--- src/include/rs_settings.svh ---
// Sizes for the reservation station; RS_ENTRIES must be a power of two and ROB wrap is not handled
`ifndef RS_SETTINGS_SVH
`define RS_SETTINGS_SVH

// Number of station entries
`define RS_ENTRIES 8

// Physical register tag width
`define RS_PREG_BITS 6

// Operand and result width
`define RS_DATA_BITS 32

// ROB index width where a lower index is older
`define RS_ROB_BITS 7

// ALU operation code width
`define RS_OP_BITS 4

`endif

--- src/rs_pkg.sv ---
// Shared vector types of the reservation station; widths come from rs_settings.svh
`include "rs_settings.svh"

package rs_pkg;

    // Physical register tag
    typedef logic [`RS_PREG_BITS-1:0] preg_t;

    // Operand or result value
    typedef logic [`RS_DATA_BITS-1:0] data_t;

    // Age tag where smaller is older
    typedef logic [`RS_ROB_BITS-1:0] rob_idx_t;

    // Opaque ALU operation
    typedef logic [`RS_OP_BITS-1:0] alu_op_t;

    // Entry index and per-entry flags
    typedef logic [$clog2(`RS_ENTRIES)-1:0] rs_idx_t;
    typedef logic [`RS_ENTRIES-1:0]         rs_mask_t;

    // Holds 0 up to RS_ENTRIES
    typedef logic [$clog2(`RS_ENTRIES+1)-1:0] rs_count_t;

endpackage

--- src/rs_sched_if.sv ---
// Entry state out to the allocator and selector and their picks back; purely combinational
`timescale 1ns/1ps
`include "rs_settings.svh"

interface rs_sched_if;

    // State published by the entry file
    rs_pkg::rs_mask_t free_mask;             // Entry not valid
    rs_pkg::rs_mask_t ready_mask;            // Valid, not issued, both sources ready
    rs_pkg::rob_idx_t entry_age [`RS_ENTRIES];

    // Allocator pick
    logic             alloc_valid;
    rs_pkg::rs_idx_t  alloc_idx;

    // Selector pick
    logic             sel_valid;
    rs_pkg::rs_idx_t  sel_idx;

    modport store (
        output free_mask, ready_mask, entry_age,
        input  alloc_valid, alloc_idx, sel_valid, sel_idx
    );

    modport alloc (
        input  free_mask,
        output alloc_valid, alloc_idx
    );

    modport select (
        input  ready_mask, entry_age,
        output sel_valid, sel_idx
    );

endinterface

--- src/rs_alloc.sv ---
// Lowest free entry for the next dispatch; alloc_valid is low when the station is full
`timescale 1ns/1ps
`include "rs_settings.svh"

module rs_alloc (
    rs_sched_if.alloc sched
);

    // Priority encoder scanning from the top so the lowest free index wins
    always_comb begin
        sched.alloc_valid = 1'b0;
        sched.alloc_idx   = '0;
        for (int i = `RS_ENTRIES - 1; i >= 0; i--) begin
            if (sched.free_mask[i]) begin
                sched.alloc_valid = 1'b1;
                sched.alloc_idx   = rs_pkg::rs_idx_t'(i);
            end
        end
    end

endmodule

--- src/rs_select.sv ---
// Oldest ready entry by ROB index; ROB wrap is not handled, equal ages go to the lower entry
`timescale 1ns/1ps
`include "rs_settings.svh"

module rs_select (
    rs_sched_if.select sched
);

    // Linear scan keeping the smallest age seen so far
    always_comb begin
        rs_pkg::rob_idx_t best_age;

        best_age        = '1;
        sched.sel_valid = 1'b0;
        sched.sel_idx   = '0;

        for (int i = 0; i < `RS_ENTRIES; i++) begin
            if (sched.ready_mask[i]) begin
                // Strict compare keeps the lower index on a tie
                if (!sched.sel_valid || sched.entry_age[i] < best_age) begin
                    sched.sel_valid = 1'b1;
                    sched.sel_idx   = rs_pkg::rs_idx_t'(i);
                    best_age        = sched.entry_age[i];
                end
            end
        end
    end

endmodule

--- src/rs_entry_file.sv ---
// One dispatch, CDB and issue port; the issue payload is undefined while issue_valid is low
`timescale 1ns/1ps
`include "rs_settings.svh"

module rs_entry_file (
    input  logic               clk,
    input  logic               rst,
    input  logic               flush,

    input  logic               dispatch_valid,
    input  rs_pkg::preg_t      dispatch_prs1,
    input  rs_pkg::preg_t      dispatch_prs2,
    input  rs_pkg::preg_t      dispatch_prd,
    input  rs_pkg::data_t      dispatch_src1_value,
    input  rs_pkg::data_t      dispatch_src2_value,
    input  logic               dispatch_src1_ready,
    input  logic               dispatch_src2_ready,
    input  rs_pkg::alu_op_t    dispatch_op,
    input  rs_pkg::rob_idx_t   dispatch_rob_idx,

    input  logic               cdb_valid,
    input  rs_pkg::preg_t      cdb_tag,
    input  rs_pkg::data_t      cdb_data,

    input  logic               issue_ack,
    output logic               issue_valid,
    output rs_pkg::preg_t      issue_prd,
    output rs_pkg::data_t      issue_src1,
    output rs_pkg::data_t      issue_src2,
    output rs_pkg::alu_op_t    issue_op,
    output rs_pkg::rob_idx_t   issue_rob_idx,

    output rs_pkg::rs_count_t  free_count,
    output logic               full,
    output logic               empty,

    rs_sched_if.store          sched
);

    // Control state
    rs_pkg::rs_mask_t valid;
    rs_pkg::rs_mask_t issued;                  // Sent to a unit, waiting for its CDB result

    // Payload
    rs_pkg::preg_t    prs1     [`RS_ENTRIES];
    rs_pkg::preg_t    prs2     [`RS_ENTRIES];
    rs_pkg::preg_t    prd      [`RS_ENTRIES];
    rs_pkg::data_t    src1_val [`RS_ENTRIES];
    rs_pkg::data_t    src2_val [`RS_ENTRIES];
    rs_pkg::rs_mask_t src1_rdy;
    rs_pkg::rs_mask_t src2_rdy;
    rs_pkg::alu_op_t  op       [`RS_ENTRIES];
    rs_pkg::rob_idx_t rob_idx  [`RS_ENTRIES];

    logic dispatch_fire;
    logic issue_fire;

    assign dispatch_fire = dispatch_valid && sched.alloc_valid;  // Dropped when full
    assign issue_fire    = issue_valid && issue_ack;

    // Published state
    assign sched.free_mask  = ~valid;
    assign sched.ready_mask = valid & ~issued & src1_rdy & src2_rdy;
    assign sched.entry_age  = rob_idx;

    // Issue port
    assign issue_valid   = sched.sel_valid;
    assign issue_prd     = prd[sched.sel_idx];
    assign issue_src1    = src1_val[sched.sel_idx];
    assign issue_src2    = src2_val[sched.sel_idx];
    assign issue_op      = op[sched.sel_idx];
    assign issue_rob_idx = rob_idx[sched.sel_idx];

    // Occupancy
    always_comb begin
        free_count = '0;
        for (int i = 0; i < `RS_ENTRIES; i++) begin
            free_count = free_count + rs_pkg::rs_count_t'(sched.free_mask[i]);
        end
    end

    assign full  = (free_count == '0);
    assign empty = (free_count == rs_pkg::rs_count_t'(`RS_ENTRIES));

    // Issue marking, release, then dispatch; the last write to an entry wins
    always_ff @(posedge clk) begin
        if (rst || flush) begin
            valid  <= '0;
            issued <= '0;
        end else begin
            if (issue_fire) issued[sched.sel_idx] <= 1'b1;
            for (int i = 0; i < `RS_ENTRIES; i++) begin
                if (cdb_valid && valid[i] && issued[i] && prd[i] == cdb_tag) begin
                    valid[i]  <= 1'b0;             // Result is out so the slot is freed
                    issued[i] <= 1'b0;
                end
            end
            if (dispatch_fire) begin
                valid[sched.alloc_idx]  <= 1'b1;
                issued[sched.alloc_idx] <= 1'b0;
            end
        end
    end

    // Wake-up of waiting sources, then dispatch write
    always_ff @(posedge clk) begin
        for (int i = 0; i < `RS_ENTRIES; i++) begin
            if (cdb_valid && valid[i] && !issued[i]) begin
                if (!src1_rdy[i] && prs1[i] == cdb_tag) begin
                    src1_val[i] <= cdb_data;
                    src1_rdy[i] <= 1'b1;
                end
                if (!src2_rdy[i] && prs2[i] == cdb_tag) begin
                    src2_val[i] <= cdb_data;
                    src2_rdy[i] <= 1'b1;
                end
            end
        end
        if (dispatch_fire) begin
            prs1[sched.alloc_idx]     <= dispatch_prs1;
            prs2[sched.alloc_idx]     <= dispatch_prs2;
            prd[sched.alloc_idx]      <= dispatch_prd;
            op[sched.alloc_idx]       <= dispatch_op;
            rob_idx[sched.alloc_idx]  <= dispatch_rob_idx;
            src1_val[sched.alloc_idx] <= dispatch_src1_value;
            src2_val[sched.alloc_idx] <= dispatch_src2_value;
            src1_rdy[sched.alloc_idx] <= dispatch_src1_ready;
            src2_rdy[sched.alloc_idx] <= dispatch_src2_ready;
            // Result on the CDB this very cycle is stored already woken
            if (cdb_valid && !dispatch_src1_ready && dispatch_prs1 == cdb_tag) begin
                src1_val[sched.alloc_idx] <= cdb_data;
                src1_rdy[sched.alloc_idx] <= 1'b1;
            end
            if (cdb_valid && !dispatch_src2_ready && dispatch_prs2 == cdb_tag) begin
                src2_val[sched.alloc_idx] <= cdb_data;
                src2_rdy[sched.alloc_idx] <= 1'b1;
            end
        end
    end

    // Rename stage must hold off while the station is full
    assert property (@(posedge clk) disable iff (rst) !(dispatch_valid && full))
        else $error("dispatch while full, instruction lost");

    // Functional unit only acknowledges an offered instruction
    assert property (@(posedge clk) disable iff (rst) !(issue_ack && !issue_valid))
        else $error("issue_ack without issue_valid");

endmodule

--- src/rs_top.sv ---
// Reservation station top with 8 entries, one dispatch, one issue and one CDB slot
`timescale 1ns/1ps

module rs_top (
    input  logic               clk,
    input  logic               rst,
    input  logic               flush,

    input  logic               dispatch_valid,
    input  rs_pkg::preg_t      dispatch_prs1,
    input  rs_pkg::preg_t      dispatch_prs2,
    input  rs_pkg::preg_t      dispatch_prd,
    input  rs_pkg::data_t      dispatch_src1_value,
    input  rs_pkg::data_t      dispatch_src2_value,
    input  logic               dispatch_src1_ready,
    input  logic               dispatch_src2_ready,
    input  rs_pkg::alu_op_t    dispatch_op,
    input  rs_pkg::rob_idx_t   dispatch_rob_idx,

    input  logic               cdb_valid,
    input  rs_pkg::preg_t      cdb_tag,
    input  rs_pkg::data_t      cdb_data,

    input  logic               issue_ack,
    output logic               issue_valid,
    output rs_pkg::preg_t      issue_prd,
    output rs_pkg::data_t      issue_src1,
    output rs_pkg::data_t      issue_src2,
    output rs_pkg::alu_op_t    issue_op,
    output rs_pkg::rob_idx_t   issue_rob_idx,

    output rs_pkg::rs_count_t  free_count,
    output logic               full,
    output logic               empty
);

    rs_sched_if sched ();

    // Allocator and selector look at the same state side by side
    rs_alloc u_alloc (.sched(sched));

    rs_select u_select (.sched(sched));

    rs_entry_file u_entries (
        .clk                 (clk),
        .rst                 (rst),
        .flush               (flush),
        .dispatch_valid      (dispatch_valid),
        .dispatch_prs1       (dispatch_prs1),
        .dispatch_prs2       (dispatch_prs2),
        .dispatch_prd        (dispatch_prd),
        .dispatch_src1_value (dispatch_src1_value),
        .dispatch_src2_value (dispatch_src2_value),
        .dispatch_src1_ready (dispatch_src1_ready),
        .dispatch_src2_ready (dispatch_src2_ready),
        .dispatch_op         (dispatch_op),
        .dispatch_rob_idx    (dispatch_rob_idx),
        .cdb_valid           (cdb_valid),
        .cdb_tag             (cdb_tag),
        .cdb_data            (cdb_data),
        .issue_ack           (issue_ack),
        .issue_valid         (issue_valid),
        .issue_prd           (issue_prd),
        .issue_src1          (issue_src1),
        .issue_src2          (issue_src2),
        .issue_op            (issue_op),
        .issue_rob_idx       (issue_rob_idx),
        .free_count          (free_count),
        .full                (full),
        .empty               (empty),
        .sched               (sched)
    );

endmodule

--- config.mk ---
export PLATFORM = sky130hd
export DESIGN_NAME = rs_top
export DESIGN_NICKNAME = d
export VERILOG_FILES = /design/src/rs_pkg.sv /design/src/rs_sched_if.sv /design/src/rs_alloc.sv /design/src/rs_select.sv /design/src/rs_entry_file.sv /design/src/rs_top.sv
export VERILOG_INCLUDE_DIRS = /design/src /design/src/include
export SDC_FILE = /design/constraint.sdc
export NUM_CORES = 1
export LEC_CHECK = 0
export BUFFER_PORTS_ARGS = -buffer_cell sky130_fd_sc_hd__buf_4
export CORE_AREA = 2 2 351 179
export DETAILED_ROUTE_END_ITERATION = 8
export DIE_AREA = 0 0 353 181
export PLACE_DENSITY = 0.84
export SLEW_MARGIN = 10
export SYNTH_ARGS = -nofsm -noshare
export SYNTH_HDL_FRONTEND = slang
export SYNTH_SLANG_ARGS = --single-unit
--- constraint.sdc ---
create_clock -name clk -period 46 [get_ports clk]
set_clock_uncertainty 0.1 [all_clocks]
set_input_delay 6.9 -clock clk [delete_from_list [all_inputs] [get_ports clk]]
set_output_delay 6.9 -clock clk [all_outputs]
set_load 0.01 [all_outputs]
# [Word level (Yosys, flattened, before mapping)]
# Memory sizes are Yosys's and may differ from the RTL's.
# Cells that the tools add are included.
[classes] add_sub_neg=7 order_cmp=14 n_mux=199 reduce_logical=99 n_eq_ne=27 n_bitwise=15
[op_table] operator="$eq A6 B6 Y1" count=26
[op_table] operator="$mux W1" count=146
[op_table] operator="$mux W7" count=16
[op_table] operator="$mux W32" count=2
[op_table] operator="$mux W3" count=21
[op_table] operator="$logic_and A1 B1 Y1" count=57
[op_table] operator="$bwmux W56" count=1
[op_table] operator="$mux W8" count=7
[op_table] operator="$lt A7 B7 Y1" count=7
[op_table] operator="$logic_not A1 Y1" count=33
[op_table] operator="$and A8 B8 Y8" count=4
[op_table] operator="$or A8 B8 Y8" count=4
[op_table] operator="$add A4 B1 Y4" count=6
[op_table] operator="$not A8 Y8" count=3
[op_table] operator="$bmux W7 S3" count=1
[op_table] operator="$demux W7 S3" count=1
[op_table] operator="$bwmux W8" count=2
[op_table] operator="$ge A4 B4 Y1 const B" count=2
[op_table] operator="$logic_or A1 B1 Y1" count=8
[op_table] operator="$lt A3 B4 Y1 const B" count=2
[op_table] operator="$not A3 Y4" count=2
[op_table] operator="$demux W1 S3" count=2
[op_table] operator="$ge A3 B1 Y1 const B" count=2
[op_table] operator="$eq A4 B4 Y1 const B" count=1
[op_table] operator="other kinds (4)" count=5
[totals] register_bits=88 output_inout_bits=88 inputBits=139 ram_bits=688 n_memories=6
[memory_table] name="u_entries.src1_val" words=8 word_bits=32 read_ports=1 rd_clocked_by_memory_dff=0 write_ports=9 line="rs_entry_file.sv:48" text="rs_pkg::data_t src1_val [`RS_ENTRIES];"
[memory_table] name="u_entries.src2_val" words=8 word_bits=32 read_ports=1 rd_clocked_by_memory_dff=0 write_ports=9 line="rs_entry_file.sv:49" text="rs_pkg::data_t src2_val [`RS_ENTRIES];"
[memory_table] name="u_entries.prd" words=8 word_bits=6 read_ports=9 rd_clocked_by_memory_dff=0 write_ports=1 line="rs_entry_file.sv:47" text="rs_pkg::preg_t prd [`RS_ENTRIES];"
[memory_table] name="u_entries.prs1" words=8 word_bits=6 read_ports=8 rd_clocked_by_memory_dff=0 write_ports=1 line="rs_entry_file.sv:45" text="rs_pkg::preg_t prs1 [`RS_ENTRIES];"
[memory_table] name="u_entries.prs2" words=8 word_bits=6 read_ports=8 rd_clocked_by_memory_dff=0 write_ports=1 line="rs_entry_file.sv:46" text="rs_pkg::preg_t prs2 [`RS_ENTRIES];"
[memory_table] name="u_entries.op" words=8 word_bits=4 read_ports=1 rd_clocked_by_memory_dff=0 write_ports=1 line="rs_entry_file.sv:52" text="rs_pkg::alu_op_t op [`RS_ENTRIES];"

# [Logic depth before layout (Yosys ltp)]
[logic_depth] word_depth=43 mapped_depth=81 ltp_nobuf=68

# [Cells and area by module]
# From an unflattened synthesis, not the netlist that was laid out.
[hier_totals] hier_cells=2747 hier_area_um2=39118.8
[modules_own_cells] mod="rs_entry_file" area_per_inst_um2=36571.3 n_inst=1 seq_area_each_um2=22982.0 cells_each=2386
[modules_own_cells] mod="rs_select" area_per_inst_um2=2467.4 n_inst=1 seq_area_each_um2=0.0 cells_each=348
[modules_own_cells] mod="rs_alloc" area_per_inst_um2=80.1 n_inst=1 seq_area_each_um2=0.0 cells_each=13

# [Least setup slack after synthesis]
# No wires, ideal clock.
[synth_path] kind="reg-to-output" start="register u_entries.valid[0]" end="output port issue_rob_idx[1]" arrival_ps=13387 path_slack_ps=25613 t_required_ps=39000 path_stages_with_launch=78 cell_sequence="dfxtp_1 -> buf_4 -> nand4b_4 -> buf_2 -> nor2_1 -> ha_1 -> nand2_1 -> o311ai_1 -> inv_2 -> o211a_4 -> nor2_2 -> nor2_1 -> a21oi_1 -> inv_1 -> ha_1 -> and2_1 -> and2_1 -> a311o_1 -> (+42 left out) -> buf_6 -> buf_4 -> buf_2 -> nor2_1 -> a21oi_1 -> ha_1 -> a21o_1 -> a21o_1 -> a21oi_1 -> and3_1 -> nand2_1 -> a21o_1 -> o21ai_2 -> buf_6 -> buf_4 -> nor3_1 -> a31o_1 -> o22ai_1"
[synth_between] elab_chain_cells=36 word_cells_on_any_way=68 classes_between="order compare: 7; mux: 43; bitwise: 4; reduce/logical: 14"
[synth_lines] item="from (decl)" line="rs_entry_file.sv:41" text="rs_pkg::rs_mask_t valid;"
[synth_lines] item="from (signal assigned)" line="rs_entry_file.sv:88" text="valid <= '0;"
[synth_lines] item="from (signal, indexed assignment)" line="rs_entry_file.sv:94" text="valid[i] <= 1'b0;"
[synth_lines] item="from (signal, indexed assignment)" line="rs_entry_file.sv:99" text="valid[sched.alloc_idx] <= 1'b1;"
[synth_lines] item="$and A8 B8 Y8 (*) (3 in series)" line="rs_entry_file.sv:63" text="assign sched.ready_mask = valid & ~issued & src1_rdy & src2_rdy;"
[synth_lines] item="$mux W7 or $mux W1 (tied branches)" line="rs_select.sv:18" text="if (sched.ready_mask[i]) begin"
[synth_lines] item="$lt A7 B7 Y1 or $logic_not A1 Y1 (tied branches)" line="rs_select.sv:20" text="if (!sched.sel_valid || sched.entry_age[i] < best_age) begin"
[synth_lines] item="$logic_or A1 B1 Y1" line="rs_select.sv:20"
[synth_lines] item="$mux W7 or $mux W1 (tied branches)" line="rs_select.sv:20"
[synth_lines] item="$mux W7 or $mux W1 (tied branches)" line="rs_select.sv:18"
[synth_lines] item="$lt A7 B7 Y1 or $logic_not A1 Y1 (tied branches)" line="rs_select.sv:20"
[synth_lines] item="$logic_or A1 B1 Y1" line="rs_select.sv:20"
[synth_lines] item="(+17 left out)"
[synth_lines] item="$mux W7 or $mux W1 (tied branches)" line="rs_select.sv:18"
[synth_lines] item="$lt A7 B7 Y1 or $logic_not A1 Y1 (tied branches)" line="rs_select.sv:20"
[synth_lines] item="$logic_or A1 B1 Y1" line="rs_select.sv:20"
[synth_lines] item="$mux W3" line="rs_select.sv:20"
[synth_lines] item="$mux W3 (*)" line="rs_select.sv:18"
[synth_lines] item="$not A3 Y4 (implied by the code) (*)" line="rs_entry_file.sv:72" text="assign issue_rob_idx = rob_idx[sched.sel_idx];"
[synth_lines] item="$bmux W7 S3 (*)" line="rs_entry_file.sv:72"
[synth_lines] item="$mux W7 (implied by the code) (*) (2 in series)" line="rs_entry_file.sv:72"
[synth_lines] item="to (decl)" line="rs_top.sv:30" text="output rs_pkg::rob_idx_t issue_rob_idx,"
# Mark *: on every way between the ends. The rest lies on a longest branch, timed or not. The select of a mux whose other input is x is not followed.

# [Worst setup path after layout]
[layout_path] start="register u_entries.valid[0]" end="output port issue_src1[14]"
[layout_between] elab_chain_cells=33 word_cells_on_any_way=65 classes_between="order compare: 7; mux: 40; bitwise: 3; reduce/logical: 14; memory: 1"
[layout_lines] item="$and A8 B8 Y8 (*) (3 in series)" line="rs_entry_file.sv:63"
[layout_lines] item="$mux W7 or $mux W1 (tied branches)" line="rs_select.sv:18"
[layout_lines] item="$lt A7 B7 Y1 or $logic_not A1 Y1 (tied branches)" line="rs_select.sv:20"
[layout_lines] item="$logic_or A1 B1 Y1" line="rs_select.sv:20"
[layout_lines] item="$mux W7 or $mux W1 (tied branches)" line="rs_select.sv:20"
[layout_lines] item="$mux W7 or $mux W1 (tied branches)" line="rs_select.sv:18"
[layout_lines] item="$lt A7 B7 Y1 or $logic_not A1 Y1 (tied branches)" line="rs_select.sv:20"
[layout_lines] item="$logic_or A1 B1 Y1" line="rs_select.sv:20"
[layout_lines] item="(+15 left out)"
[layout_lines] item="$logic_or A1 B1 Y1" line="rs_select.sv:20"
[layout_lines] item="$mux W7 or $mux W1 (tied branches)" line="rs_select.sv:20"
[layout_lines] item="$mux W7 or $mux W1 (tied branches)" line="rs_select.sv:18"
[layout_lines] item="$lt A7 B7 Y1 or $logic_not A1 Y1 (tied branches)" line="rs_select.sv:20"
[layout_lines] item="$logic_or A1 B1 Y1" line="rs_select.sv:20"
[layout_lines] item="$mux W3" line="rs_select.sv:20"
[layout_lines] item="$mux W3 (*)" line="rs_select.sv:18"
[layout_lines] item="$mem_v2 Z8 W32 (*)"
[layout_lines] item="to (decl)" line="rs_top.sv:27" text="output rs_pkg::data_t issue_src1,"
# Mark *: on every way between the ends. The rest lies on a longest branch, timed or not.

==> out/metrics.cfg <==
[synth]
ys_ff_latch=776
yosys.area_share.simple_pct=10.57
synth_flop_cell=edfxtp_1
synth_async_sr_flop_share_pct=0
synth.area.mux_share_pct=10.40
yosysWarnings=0
synth_area_sq_mm=0.03926
synth_top_family_by_area=compound AO/OA/AOI/OAI gates
synthCells=3358
avgSynthCellArea_sq_um=11.69
synth-adder-area-share_pct=1.106
ys_types=90
synthXorXnorAreaFrac_pct=3.569
synth_compound_area_share_pct=12.71
synth-edff-count=744
ys_seq_area_share_pct=58.54
synth_nets=3526

[finish]
final_common_cell=edfxtp_1
layout-drive-gt1-share_pct=20.00
layout_common_cells=744 x edfxtp_1, 327 x nand2_1, 275 x a21oi_1
nets=3610
final_area_sq_mm=0.04379
fillers=4030
area_growth_pct=11.55

[timing]
tightest_slew_ns=1.333
finalMaxSlewViolations=0
timing.setup.tns_ns=0
grt_setup_unrepaired=no
period_share_pct=52.83
setup_violations=0
hold_violations=0
min_period_ns=24.30
fmax_mhz=41.15
slew_headroom_pct=10.65

[clock_network]
hold_buffers=0
cts.repair.resized=0
post_cts_buffers=0
cts_max_path_buffers=3
htreeDepth=3
cts_tree=built
cts-root-buf=clkbuf_16
cts_num_sinks=776
clkLatencyLatePin_ns=0.62
path_clk_slew_ns=0.07
cts-buffers-inserted=69

[power]
power_leakage_nw=15.48
power_density_mw_per_mm2=33.80
ir_worst_vdd_mv=0.02432

[place]
numPortBuffers=226
dpl.hpwl_microns=68060
gp_congestion=0.9145
postPlaceCellArea_sq_mm=0.04162

[worst_setup_path]
max_stage_delay_ns=0.92
path_buf_inv=6
cp.required_ns=39.00
endpoint_kind=primary output
cp-start-kind=flop
path_common_cell=nand2_1
reg2reg_from=u_entries.valid[0]$_SDFF_PP0_
startpoint=u_entries.valid[0]$_SDFF_PP0_
worst_path_max_delay_cell=o32ai_4
worstPathArrival_ns=17.30
cp_top_family=compound AO/OA/AOI/OAI gates
crit_fanout=89
critPathKind=flop to primary output

[die]
fp.dieW_microns=353
start_util_pct=64.68
fp.dieH_microns=181
rows=64
die-area_sq_mm=0.06389
io_pins=227
core_region_area_sq_mm=0.06070

[hold_path]
min_path_type=flop to flop
min_from=u_entries.src2_rdy[2]$_DFF_P_

[grt]
grt.overflow.total=0
grt-busiest-layer=met2
grt_max_degree=207
grtUsageTotal_pct=35.10
met3_usage_pct=5.717
grt_pass1_wl_microns=171200
antenna_found_initial=1
grt_use_met1_pct=47.32
grt.met2_usage_pct=55.65
grt_pass1_vias=28171

[outcome]
status=finished clean

[route]
dr.pass1.iters=6
drt_wl_total_microns=113900
drc_errors=0
drtAntennaViolNets=0
drtIter0Drc=4183
num_vias=29105
viasPerCell=6.734
wl_per_cell_microns=26.36

[job]
drv_cap=0

[cell type report]
| class | instances | area [sq um] | area share (%) |
|---|---|---|---|
| clock buffers | 88 | 1902 | 4.343 |
| clock inverters | 36 | 270.3 | 0.6171 |
| repair buffers | 275 | 2090 | 4.771 |
| diodes | 2 | 5.005 | 0.01143 |
| well taps | 825 | 1032 | 2.357 |
| inverters | 40 | 150.1 | 0.3428 |
| flip-flops and latches | 776 | 22980 | 52.48 |
| multi-input cells | 2280 | 15360 | 35.08 |
[path summary, 6_finish.rpt]
check,endpoint,slack (ns),depth (start not counted)
hold / removal,u_entries.src2_rdy[2]$_DFF_P_,0.48,2
setup / recovery,issue_src1[14],21.70,64
hold reg to reg,u_entries.src2_rdy[2]$_DFF_P_,0.48,2
setup reg to reg,u_entries.issued[3]$_SDFF_PP0_,30.13,63
[power breakdown]
part           leakage, nW  switching [W]  internal [W]  total, W
Sequential            7.02     0.00000415      0.000784  0.000788
Combinational         7.40      0.0000699     0.0000473  0.000117
Clock                 1.06       0.000263      0.000311  0.000575
[sequential cells by signal, indices dropped and copies added (netlist names)]
name / cells
u_entries.prd: 48
u_entries.issued: 8
u_entries.src1_rdy: 8
u_entries.src1_val: 256
u_entries.op: 32
u_entries.src2_val: 256
u_entries.prs1: 48
u_entries.valid: 8
u_entries.prs2: 48
u_entries.sched.entry_age: 56
u_entries.src2_rdy: 8
[Yosys cell counts (75+ instances only)]
cell / number / share of area, %
a211oi_1: 76 / 1.5
a21oi_1: 277 / 3.5
a31oi_1: 81 / 1.3
clkbuf_1: 205 / 2.0
edfxtp_1: 744 / 57
mux2_2: 258 / 7.4
mux2i_1: 110 / 2.8
nand2_1: 328 / 3.1
nor2_1: 237 / 2.3
nor2b_1: 81 / 1.3
nor3_1: 91 / 1.2
o21ai_0: 131 / 1.7
o21ai_1: 75 / 0.96
xor2_1: 100 / 2.2
[per-stage QoR]
| step | setup slack, ns | total power, W | instances | hold WS, ns | utilization, % |
|---|---|---|---|---|---|
| after CTS | 22.03 | 0.001478 | 4320 | 0.4676 | 72.14 |
| after detailed placement | 22.76 | 0.0009176 | 4196 | 0.4546 | 68.56 |
| after floorplan | 25.61 | 0.0008674 | 3358 | 0.3629 | - |
| after global placement | 23.34 | 0.0009126 | 4196 | 0.4069 | 68.56 |
| after global routing | 20.58 | 0.001516 | 4321 | 0.5129 | 72.15 |
| final | 21.70 | 0.001480 | 4322 | 0.4765 | 72.15 |
[logic make-up (layout without fill, tap and decap cells)]
group	count (synthesis)	count (layout)
compound gates	819	819
xor+xnor	160	160
fa+ha+maj	33	33
buf+inv	302	439
flops	776	776
mux	374	374
other cells	0	2
simple gates	894	894
[layer usage]
layer,vias up,wire length (microns),share of wire (%)
met1,14125,42870,38
li1,12702,-,-
met4,0,6353,5.6
met5,-,0,0
met2,1912,52640,46
met3,366,12070,11
[worst register-to-register path, delay by kind of cell (launching register included)]
kind / cells / cell delay [ns]
and+or+nand+nor: 23 / 4.31
buffers and inverters: 4 / 0.97
AOI/OAI and AO/OA: 28 / 7.55
adders and majority gates: 8 / 2.26
DFF: 1 / 0.56
Power figures use the tool's default switching activity.
